$ cat src/hdl/dcache_cfg.svh
// ****************************************
// Cache geometry fixed at compile time
// Address fields must sum to DCACHE_ADDR_WIDTH
// Only 2 ways are supported by the victim logic
// ****************************************

`ifndef DCACHE_CFG_SVH
`define DCACHE_CFG_SVH

// Data word and byte enables
`define DCACHE_WORD_WIDTH     32
`define DCACHE_BYTEEN_WIDTH   4

// Word address split as tag | set | word select
`define DCACHE_ADDR_WIDTH     16
`define DCACHE_WORD_SEL_BITS  2
`define DCACHE_SET_BITS       4
`define DCACHE_TAG_BITS       10

`define DCACHE_NUM_WAYS       2
`define DCACHE_REQ_TAG_WIDTH  4

// Derived counts
`define DCACHE_NUM_SETS       (1 << `DCACHE_SET_BITS)
`define DCACHE_LINE_WORDS     (1 << `DCACHE_WORD_SEL_BITS)

`endif

$ cat src/hdl/dcache_pkg.sv
// ****************************************
// Shared cache types
// Addresses are word addresses, not bytes
// ****************************************

`include "dcache_cfg.svh"

package dcache_pkg;

    typedef logic [`DCACHE_WORD_WIDTH-1:0]    word_t;
    typedef logic [`DCACHE_BYTEEN_WIDTH-1:0]  byteen_t;
    typedef logic [`DCACHE_REQ_TAG_WIDTH-1:0] req_tag_t;

    // Word 0 sits in the low bits of the line
    typedef word_t [`DCACHE_LINE_WORDS-1:0] line_t;

    // Address fields
    typedef logic [`DCACHE_TAG_BITS-1:0]      tag_t;
    typedef logic [`DCACHE_SET_BITS-1:0]      set_t;
    typedef logic [`DCACHE_WORD_SEL_BITS-1:0] wsel_t;

    typedef struct packed {
        tag_t  tag;
        set_t  set;
        wsel_t wsel;
    } addr_fields_t;

    // Flat view for memory, field view for the lookup
    typedef union packed {
        logic [`DCACHE_ADDR_WIDTH-1:0] word_addr;
        addr_fields_t                  fields;
    } addr_u;

    // One bit is enough for two ways
    typedef logic way_t;

endpackage

$ cat src/hdl/dcache_req_stage.sv
// ****************************************
// One-entry request stage
// Requester must hold payload until ready
// ****************************************

module dcache_req_stage (
    input  logic                clk,
    input  logic                reset,
    input  logic                req_valid_i,
    input  logic                req_rw_i,
    input  dcache_pkg::addr_u   req_addr_i,
    input  dcache_pkg::byteen_t req_byteen_i,
    input  dcache_pkg::word_t   req_data_i,
    input  dcache_pkg::req_tag_t req_tag_i,
    input  logic                out_ready_i,
    output logic                req_ready_o,
    output logic                out_valid_o,
    output logic                out_rw_o,
    output dcache_pkg::addr_u   out_addr_o,
    output dcache_pkg::byteen_t out_byteen_o,
    output dcache_pkg::word_t   out_data_o,
    output dcache_pkg::req_tag_t out_tag_o
);
    import dcache_pkg::*;

    logic valid_q;

    // Free when empty or when the tag stage takes the entry this cycle
    assign req_ready_o = !valid_q || out_ready_i;

    always_ff @(posedge clk) begin
        if (reset) begin
            valid_q <= 1'b0;
        end else if (req_ready_o) begin
            valid_q <= req_valid_i;
        end
    end

    // Payload loads only on a transfer
    always_ff @(posedge clk) begin
        if (req_valid_i && req_ready_o) begin
            out_rw_o     <= req_rw_i;
            out_addr_o   <= req_addr_i;
            out_byteen_o <= req_byteen_i;
            out_data_o   <= req_data_i;
            out_tag_o    <= req_tag_i;
        end
    end

    assign out_valid_o = valid_q;

endmodule

$ cat src/hdl/dcache_tag_stage.sv
// ****************************************
// Tag lookup stage with cyclic victim pointer
// Lookup is combinational on the held entry,
// so a refill during a stall is seen here
// ****************************************

`include "dcache_cfg.svh"

module dcache_tag_stage (
    input  logic                 clk,
    input  logic                 reset,
    input  logic                 in_valid_i,
    input  logic                 in_rw_i,
    input  dcache_pkg::addr_u    in_addr_i,
    input  dcache_pkg::byteen_t  in_byteen_i,
    input  dcache_pkg::word_t    in_data_i,
    input  dcache_pkg::req_tag_t in_tag_i,
    input  logic                 out_ready_i,
    input  logic                 fill_valid_i,
    input  dcache_pkg::set_t     fill_set_i,
    input  dcache_pkg::way_t     fill_way_i,
    input  dcache_pkg::tag_t     fill_tag_i,
    output logic                 in_ready_o,
    output logic                 out_valid_o,
    output logic                 out_rw_o,
    output dcache_pkg::addr_u    out_addr_o,
    output dcache_pkg::byteen_t  out_byteen_o,
    output dcache_pkg::word_t    out_data_o,
    output dcache_pkg::req_tag_t out_tag_o,
    output logic                 out_hit_o,
    output dcache_pkg::way_t     out_hit_way_o,
    output dcache_pkg::way_t     out_victim_way_o
);
    import dcache_pkg::*;

    logic valid_q;

    tag_t                       tag_arr    [`DCACHE_NUM_SETS][`DCACHE_NUM_WAYS];
    logic [`DCACHE_NUM_WAYS-1:0] valid_arr [`DCACHE_NUM_SETS];
    way_t                       victim_ptr [`DCACHE_NUM_SETS];

    logic [`DCACHE_NUM_WAYS-1:0] way_hit;
    set_t                        lookup_set;

    assign in_ready_o = !valid_q || out_ready_i;

    always_ff @(posedge clk) begin
        if (reset) begin
            valid_q <= 1'b0;
        end else if (in_ready_o) begin
            valid_q <= in_valid_i;
        end
    end

    always_ff @(posedge clk) begin
        if (in_valid_i && in_ready_o) begin
            out_rw_o     <= in_rw_i;
            out_addr_o   <= in_addr_i;
            out_byteen_o <= in_byteen_i;
            out_data_o   <= in_data_i;
            out_tag_o    <= in_tag_i;
        end
    end

    // Valid bits and victim pointers
    always_ff @(posedge clk) begin
        if (reset) begin
            for (int s = 0; s < `DCACHE_NUM_SETS; s++) begin
                valid_arr[s]  <= '0;
                victim_ptr[s] <= '0;
            end
        end else if (fill_valid_i) begin
            valid_arr[fill_set_i][fill_way_i] <= 1'b1;
            victim_ptr[fill_set_i]            <= victim_ptr[fill_set_i] + 1'b1;
        end
    end

    always_ff @(posedge clk) begin
        if (fill_valid_i) begin
            tag_arr[fill_set_i][fill_way_i] <= fill_tag_i;
        end
    end

    // Compare both ways of the held entry's set
    assign lookup_set = out_addr_o.fields.set;

    always_comb begin
        out_hit_way_o = '0;
        for (int w = 0; w < `DCACHE_NUM_WAYS; w++) begin
            way_hit[w] = valid_arr[lookup_set][w]
                      && (tag_arr[lookup_set][w] == out_addr_o.fields.tag);
            if (way_hit[w]) begin
                out_hit_way_o = way_t'(w);
            end
        end
    end

    assign out_hit_o        = |way_hit;
    assign out_victim_way_o = victim_ptr[lookup_set];
    assign out_valid_o      = valid_q;

endmodule

$ cat src/hdl/dcache_data_stage.sv
// ****************************************
// Write-through data stage without write-allocate
// Read misses block the stage until refilled
// Writes never answer the core
// ****************************************

`include "dcache_cfg.svh"

module dcache_data_stage (
    input  logic                 clk,
    input  logic                 reset,
    input  logic                 in_valid_i,
    input  logic                 in_rw_i,
    input  dcache_pkg::addr_u    in_addr_i,
    input  dcache_pkg::byteen_t  in_byteen_i,
    input  dcache_pkg::word_t    in_data_i,
    input  dcache_pkg::req_tag_t in_tag_i,
    input  logic                 in_hit_i,
    input  dcache_pkg::way_t     in_hit_way_i,
    input  dcache_pkg::way_t     in_victim_way_i,
    input  logic                 core_rsp_ready_i,
    input  logic                 mem_req_ready_i,
    input  logic                 mem_rsp_valid_i,
    input  dcache_pkg::line_t    mem_rsp_data_i,
    output logic                 in_ready_o,
    output logic                 core_rsp_valid_o,
    output dcache_pkg::word_t    core_rsp_data_o,
    output dcache_pkg::req_tag_t core_rsp_tag_o,
    output logic                 mem_req_valid_o,
    output logic                 mem_req_rw_o,
    output dcache_pkg::addr_u    mem_req_addr_o,
    output dcache_pkg::word_t    mem_req_data_o,
    output dcache_pkg::byteen_t  mem_req_byteen_o,
    output logic                 mem_rsp_ready_o,
    output logic                 fill_valid_o,
    output dcache_pkg::set_t     fill_set_o,
    output dcache_pkg::way_t     fill_way_o,
    output dcache_pkg::tag_t     fill_tag_o
);
    import dcache_pkg::*;

    localparam logic [1:0] ST_IDLE    = 2'd0;
    localparam logic [1:0] ST_MEM_REQ = 2'd1;
    localparam logic [1:0] ST_REFILL  = 2'd2;
    localparam logic [1:0] ST_RESPOND = 2'd3;

    logic [1:0] state;
    logic [1:0] state_n;
    logic       accept;
    logic       refill_done;

    // Held entry
    logic     rw_q;
    addr_u    addr_q;
    byteen_t  byteen_q;
    word_t    data_q;
    req_tag_t tag_q;
    way_t     victim_q;
    word_t    rsp_data_q;

    line_t data_arr [`DCACHE_NUM_SETS][`DCACHE_NUM_WAYS];

    // Ready when empty or when the current entry ends this cycle
    assign in_ready_o = (state == ST_IDLE)
                     || (state == ST_RESPOND && core_rsp_ready_i)
                     || (state == ST_MEM_REQ && rw_q && mem_req_ready_i);

    assign accept      = in_valid_i && in_ready_o;
    assign refill_done = (state == ST_REFILL) && mem_rsp_valid_i;

    always_comb begin
        state_n = state;
        case (state)
            ST_MEM_REQ: begin
                if (mem_req_ready_i) begin
                    state_n = rw_q ? ST_IDLE : ST_REFILL;
                end
            end
            ST_REFILL: begin
                if (mem_rsp_valid_i) begin
                    state_n = ST_RESPOND;
                end
            end
            ST_RESPOND: begin
                if (core_rsp_ready_i) begin
                    state_n = ST_IDLE;
                end
            end
            default: state_n = ST_IDLE;
        endcase
        // A new entry overrides the return to idle
        if (accept) begin
            state_n = (in_rw_i || !in_hit_i) ? ST_MEM_REQ : ST_RESPOND;
        end
    end

    always_ff @(posedge clk) begin
        if (reset) begin
            state <= ST_IDLE;
        end else begin
            state <= state_n;
        end
    end

    always_ff @(posedge clk) begin
        if (accept) begin
            rw_q     <= in_rw_i;
            addr_q   <= in_addr_i;
            byteen_q <= in_byteen_i;
            data_q   <= in_data_i;
            tag_q    <= in_tag_i;
            victim_q <= in_victim_way_i;
        end
    end

    // Read hit data comes from the array, miss data from the refill line
    always_ff @(posedge clk) begin
        if (accept && !in_rw_i && in_hit_i) begin
            rsp_data_q <= data_arr[in_addr_i.fields.set][in_hit_way_i][in_addr_i.fields.wsel];
        end else if (refill_done) begin
            rsp_data_q <= mem_rsp_data_i[addr_q.fields.wsel];
        end
    end

    always_ff @(posedge clk) begin
        if (refill_done) begin
            data_arr[addr_q.fields.set][victim_q] <= mem_rsp_data_i;
        end
        if (accept && in_rw_i && in_hit_i) begin
            for (int b = 0; b < `DCACHE_BYTEEN_WIDTH; b++) begin
                if (in_byteen_i[b]) begin
                    data_arr[in_addr_i.fields.set][in_hit_way_i][in_addr_i.fields.wsel][8*b +: 8]
                        <= in_data_i[8*b +: 8];
                end
            end
        end
    end

    // Line reads go out line-aligned
    always_comb begin
        mem_req_addr_o = addr_q;
        if (!rw_q) begin
            mem_req_addr_o.fields.wsel = '0;
        end
    end

    assign mem_req_valid_o  = (state == ST_MEM_REQ);
    assign mem_req_rw_o     = rw_q;
    assign mem_req_data_o   = data_q;
    assign mem_req_byteen_o = byteen_q;
    assign mem_rsp_ready_o  = (state == ST_REFILL);

    assign core_rsp_valid_o = (state == ST_RESPOND);
    assign core_rsp_data_o  = rsp_data_q;
    assign core_rsp_tag_o   = tag_q;

    // Refill update back to the tag stage
    assign fill_valid_o = refill_done;
    assign fill_set_o   = addr_q.fields.set;
    assign fill_way_o   = victim_q;
    assign fill_tag_o   = addr_q.fields.tag;

endmodule

$ cat src/hdl/dcache_top.sv
// ****************************************
// Single-port 2-way write-through data cache
// Up to three requests in flight
// Memory returns exactly one line per read
// ****************************************

module dcache_top (
    input  logic                 clk,
    input  logic                 reset,
    // Core request
    input  logic                 core_req_valid_i,
    output logic                 core_req_ready_o,
    input  logic                 core_req_rw_i,
    input  dcache_pkg::addr_u    core_req_addr_i,
    input  dcache_pkg::byteen_t  core_req_byteen_i,
    input  dcache_pkg::word_t    core_req_data_i,
    input  dcache_pkg::req_tag_t core_req_tag_i,
    // Core response for reads only
    output logic                 core_rsp_valid_o,
    input  logic                 core_rsp_ready_i,
    output dcache_pkg::word_t    core_rsp_data_o,
    output dcache_pkg::req_tag_t core_rsp_tag_o,
    // Memory request
    output logic                 mem_req_valid_o,
    input  logic                 mem_req_ready_i,
    output logic                 mem_req_rw_o,
    output dcache_pkg::addr_u    mem_req_addr_o,
    output dcache_pkg::word_t    mem_req_data_o,
    output dcache_pkg::byteen_t  mem_req_byteen_o,
    // Memory response
    input  logic                 mem_rsp_valid_i,
    input  dcache_pkg::line_t    mem_rsp_data_i,
    output logic                 mem_rsp_ready_o
);
    import dcache_pkg::*;

    // Request stage to tag stage
    logic     rq_valid;
    logic     rq_ready;
    logic     rq_rw;
    addr_u    rq_addr;
    byteen_t  rq_byteen;
    word_t    rq_data;
    req_tag_t rq_tag;

    // Tag stage to data stage
    logic     tg_valid;
    logic     tg_ready;
    logic     tg_rw;
    addr_u    tg_addr;
    byteen_t  tg_byteen;
    word_t    tg_data;
    req_tag_t tg_tag;
    logic     tg_hit;
    way_t     tg_hit_way;
    way_t     tg_victim_way;

    // Refill update
    logic fill_valid;
    set_t fill_set;
    way_t fill_way;
    tag_t fill_tag;

    dcache_req_stage req_stage (
        .clk          (clk),
        .reset        (reset),
        .req_valid_i  (core_req_valid_i),
        .req_rw_i     (core_req_rw_i),
        .req_addr_i   (core_req_addr_i),
        .req_byteen_i (core_req_byteen_i),
        .req_data_i   (core_req_data_i),
        .req_tag_i    (core_req_tag_i),
        .out_ready_i  (rq_ready),
        .req_ready_o  (core_req_ready_o),
        .out_valid_o  (rq_valid),
        .out_rw_o     (rq_rw),
        .out_addr_o   (rq_addr),
        .out_byteen_o (rq_byteen),
        .out_data_o   (rq_data),
        .out_tag_o    (rq_tag)
    );

    dcache_tag_stage tag_stage (
        .clk              (clk),
        .reset            (reset),
        .in_valid_i       (rq_valid),
        .in_rw_i          (rq_rw),
        .in_addr_i        (rq_addr),
        .in_byteen_i      (rq_byteen),
        .in_data_i        (rq_data),
        .in_tag_i         (rq_tag),
        .out_ready_i      (tg_ready),
        .fill_valid_i     (fill_valid),
        .fill_set_i       (fill_set),
        .fill_way_i       (fill_way),
        .fill_tag_i       (fill_tag),
        .in_ready_o       (rq_ready),
        .out_valid_o      (tg_valid),
        .out_rw_o         (tg_rw),
        .out_addr_o       (tg_addr),
        .out_byteen_o     (tg_byteen),
        .out_data_o       (tg_data),
        .out_tag_o        (tg_tag),
        .out_hit_o        (tg_hit),
        .out_hit_way_o    (tg_hit_way),
        .out_victim_way_o (tg_victim_way)
    );

    dcache_data_stage data_stage (
        .clk              (clk),
        .reset            (reset),
        .in_valid_i       (tg_valid),
        .in_rw_i          (tg_rw),
        .in_addr_i        (tg_addr),
        .in_byteen_i      (tg_byteen),
        .in_data_i        (tg_data),
        .in_tag_i         (tg_tag),
        .in_hit_i         (tg_hit),
        .in_hit_way_i     (tg_hit_way),
        .in_victim_way_i  (tg_victim_way),
        .core_rsp_ready_i (core_rsp_ready_i),
        .mem_req_ready_i  (mem_req_ready_i),
        .mem_rsp_valid_i  (mem_rsp_valid_i),
        .mem_rsp_data_i   (mem_rsp_data_i),
        .in_ready_o       (tg_ready),
        .core_rsp_valid_o (core_rsp_valid_o),
        .core_rsp_data_o  (core_rsp_data_o),
        .core_rsp_tag_o   (core_rsp_tag_o),
        .mem_req_valid_o  (mem_req_valid_o),
        .mem_req_rw_o     (mem_req_rw_o),
        .mem_req_addr_o   (mem_req_addr_o),
        .mem_req_data_o   (mem_req_data_o),
        .mem_req_byteen_o (mem_req_byteen_o),
        .mem_rsp_ready_o  (mem_rsp_ready_o),
        .fill_valid_o     (fill_valid),
        .fill_set_o       (fill_set),
        .fill_way_o       (fill_way),
        .fill_tag_o       (fill_tag)
    );

endmodule

$ cat config.mk
export PLATFORM = sky130hd
export DESIGN_NAME = dcache_top
export DESIGN_NICKNAME = d
export VERILOG_FILES = /design/src/hdl/dcache_pkg.sv /design/src/hdl/dcache_req_stage.sv /design/src/hdl/dcache_tag_stage.sv /design/src/hdl/dcache_data_stage.sv /design/src/hdl/dcache_top.sv
export VERILOG_INCLUDE_DIRS = /design/src /design/src/hdl
export SDC_FILE = /design/constraint.sdc
export NUM_CORES = 2
export LEC_CHECK = 0
export BUFFER_PORTS_ARGS = -buffer_cell sky130_fd_sc_hd__buf_2
export CAP_MARGIN = 20
export CORE_UTILIZATION = 40
export DETAILED_ROUTE_END_ITERATION = 7
export GPL_ROUTABILITY_DRIVEN = 1
export HOLD_SLACK_MARGIN = 0.08
export PLACE_DENSITY = 0.64
export SYNTH_ARGS = -nofsm -noshare
export SYNTH_HDL_FRONTEND = slang
export SYNTH_MEMORY_MAX_BITS = 65536
export SYNTH_SLANG_ARGS = --single-unit
$ cat constraint.sdc
create_clock -name clk -period 6.74 [get_ports clk]
set_clock_uncertainty 0.05 [all_clocks]
set_input_delay 1.348 -clock clk [delete_from_list [all_inputs] [get_ports clk]]
set_output_delay 1.348 -clock clk [all_outputs]
set_load 0.01 [all_outputs]
==> flow_summary.ini <==
[logic_synthesis]
synth_top_flop_cell = edfxtp_1
ys.warnings.count = 0
synth-seq-cells = 4680
synthCells = 8242
synth.distinct_cells = 67
synth_seq_area_share_pct = 76.50
synth_area_mm2 = 0.1831
synth_nets = 8437
ys_async_sr_fraction_pct = 0
synth-edff-count = 4636
synth.avg_cell_area_um2 = 22.22

[final_layout]
drive_gt1_share_pct = 31.31
fill_cells = 37211
multi_input_area_mm2 = 0.04089
area.growth.synth_to_final_pct = 13.87
num-nets-final = 9039
regArea_mm2 = 0.1401
final_area_mm2 = 0.2085

[power]
design_power_total_mw = 61.70
peakVddDrop_mv = 0.2397
p_leak_nw = 64.54
pwr_density_cell_mw_per_mm2 = 295.9

[run]
max-cap-violations = 0

[grt]
grt_usage_pct = 21.21
grt_pass1_vias = 90265
grt_pass1_wl_um = 697400
grt_max_degree = 117
antenna_found_initial = 42
globalRoute.totalOverflow = 0

[sta]
min_period_over_period_pct = 90.72
tns_ns = 0
slew_headroom_pct = 19.12
timing.final.hold_violations = 0
slew_viol_final = 0
setup_viol = 0
max_freq_mhz = 163.5
worstMarginPinSlew_ns = 1.213
rsz0062_at_grt = false
min_period_ns = 6.115

[routing]
drtAntennaViolNets = 0
drt_wl_total_um = 497100
vias = 89533
detail_route.iter0.violations = 11805
viasPerCell = 5.868
drc = 0
drt-wirelength-per-cell_um = 32.58
first_pass_iters = 6

[clock_tree]
post_cts_resized = 0
htreeDepth = 5
clk_pin_slew_worst_paths_ns = 0.06
cts_hold_buf = 0
cts.sinks = 4680
clock_path_buffers = 4
clock_latency_ns = 1.03
cts_made_buffers = 462
root_buffer = clkbuf_16
cts_tree = done
post_cts_buffers = 0

[worst_setup_path]
cp_common_cell = buf_4
worstPathCellList = buf_4 -> mux4_2 -> mux4_2 -> xnor2_1 -> o211ai_1 -> or3_1 -> nor4_1 -> a21oi_1 -> nor3_2 -> buf_4 -> a21oi_2 -> buf_4 -> nor2_1
required_ns = 7.29
slowest_stage = nor2_1
crit_path_max_incr_delay_ns = 0.81
worst-endpoint-arrival_ns = 6.67
start_kind = flip-flop
cp-end-kind = flip-flop
path_class = reg -> reg
cp_max_fo = 17

[floorplan]
initial_core_util_pct = 40.15
fp.coreArea_mm2 = 0.4561
fp.dieH_um = 678.6
num_rows = 248
dieWidth_um = 678.6
ios = 284
die-area_mm2 = 0.4605

[placement]
port_buffers = 283
dpl-instance-area_mm2 = 0.1933
gp_congestion = 0.8604
dp_hpwl_um = 320200

[hold_path]
hold_class = reg -> reg

[status]
status = finished, final reports clean
==> power by group <==
| part | internal (mW) | total [mW] | switching (mW) |
|---|---|---|---|
| combinational | 1.48 | 3.74 | 2.26 |
| clock | 14.7 | 25.8 | 11.1 |
| sequential | 32.0 | 32.2 | 0.116 |
==> path summary, 6_finish.rpt <==
path | start | end | cells past startpoint | slack, ns
setup / recovery | flip-flop | data_stage.data_arr[2][172] | 13 | 0.63
hold / removal | req_stage.out_data_o[15] | tag_stage.out_data_o[15] | 0 | 0.36
setup reg to reg | flip-flop | data_stage.data_arr[2][172] | 13 | 0.63
hold reg to reg | req_stage.out_data_o[15] | tag_stage.out_data_o[15] | 0 | 0.36
==> per-layer routing <==
metal / global-route usage, % / part of all wire [%]
met3: 4.168 / 9.1
met2: 34.27 / 49
met1: 28.61 / 38
met5: 0 / 0.040
met4: 8.027 / 4.0
==> kinds of logic after synthesis <==
group	count (synthesis)	share of synthesized area, %
AND/OR/NAND/NOR	1027	2.360
multiplexers	1640	18.39
buffers and inverters	530	1.288
AO/OA/AOI/OAI	344	1.359
flip-flops	4680	76.50
adder cells (fa/ha/maj)	4	0.02733
XOR/XNOR	17	0.08130
==> layout by cell type, fill, tap and decap left out, types with 44 or more instances in the layout <==
cell,instances
a211oi_1,69
buf_2,284
mux4_2,1364
and2_1,46
edfxtp_1,4636
buf_12,44
clkinv_1,111
nor2_1,676
nand2_1,160
clkinv_2,73
a21oi_1,69
bufinv_16,52
clkbuf_1,101
o21ai_0,48
mux2_2,152
mux2i_1,124
buf_4,317
clkbuf_16,468
==> flip-flops by register name (all words and copies together), names as in the netlist, named ones only <==
signal / flops
data_stage.addr_q: 16
data_stage.core_rsp_data_o: 32
data_stage.core_rsp_tag_o: 4
data_stage.data_arr: 4096
data_stage.fill_way_o: 1
data_stage.mem_req_byteen_o: 4
data_stage.mem_req_data_o: 32
data_stage.mem_req_rw_o: 1
data_stage.state: 2
req_stage.out_addr_o: 16
req_stage.out_byteen_o: 4
req_stage.out_data_o: 32
req_stage.out_rw_o: 1
req_stage.out_tag_o: 4
req_stage.out_valid_o: 1
tag_stage.out_addr_o: 16
tag_stage.out_byteen_o: 4
tag_stage.out_data_o: 32
tag_stage.out_rw_o: 1
tag_stage.out_tag_o: 4
tag_stage.out_valid_o: 1
tag_stage.tag_arr: 320
tag_stage.valid_arr: 32
tag_stage.victim_ptr: 16
==> critical path, delay by kind of cell (launching register included) <==
family | cells | cell delay, ns
xor+xnor | 1 | 0.31
flops | 1 | 0.53
buf+inv | 3 | 0.87
simple gates | 4 | 2.21
compound gates | 3 | 0.63
mux | 2 | 1.05
==> Yosys cell counts, types with 5 or more instances <==
library cell	instances	area, um2
nand3_1	26	130.1
buf_4	21	157.7
mux2_2	152	1712
and2_1	47	294.0
mux4_2	1364	30720
buf_1	59	221.5
a21oi_4	16	260.3
a21oi_1	72	360.4
mux2i_1	124	1241
a221oi_1	5	43.79
nor2b_1	37	231.5
nor2_1	684	2567
inv_1	16	60.06
a311oi_1	5	43.79
nand2b_1	13	81.33
a22o_1	6	52.55
o22ai_1	14	87.58
nand2_1	161	604.3
a31oi_1	17	106.4
nor4_1	10	62.56
a21oi_2	26	227.7
a211oi_1	69	518.0
dfxtp_1	44	880.8
nor3_1	13	65.06
buf_2	208	1041
edfxtp_1	4636	139200
xnor2_1	13	113.9
o21bai_1	16	120.1
a22oi_1	8	60.06
and3_1	10	62.56
o21ai_0	48	240.2
clkbuf_1	220	825.8
==> cell type report <==
| class | count | area share, % |
|---|---|---|
| diodes | 27 | 0.03240 |
| clock buffers | 569 | 5.798 |
| clock inverters | 282 | 1.434 |
| inverters | 18 | 0.03600 |
| multi-input cells | 3032 | 19.61 |
| flip-flops and latches | 4680 | 67.19 |
| well taps | 6000 | 3.600 |
| repair buffers | 650 | 2.299 |
==> metrics by stage <==
stage	util [%]	setup WS, ns	hold slack (ns)	cells
2_1_floorplan	-	1.437	0.3503	8242
3_3_place_gp	42.36	0.5004	0.3501	14372
3_5_place_dp	42.38	0.7722	0.3545	14377
4_1_cts	45.69	0.7114	0.3583	15228
5_1_grt	45.71	0.4865	0.3719	15249
6_report	45.72	0.6253	0.3588	15258
Power figures use the tool's default switching activity.
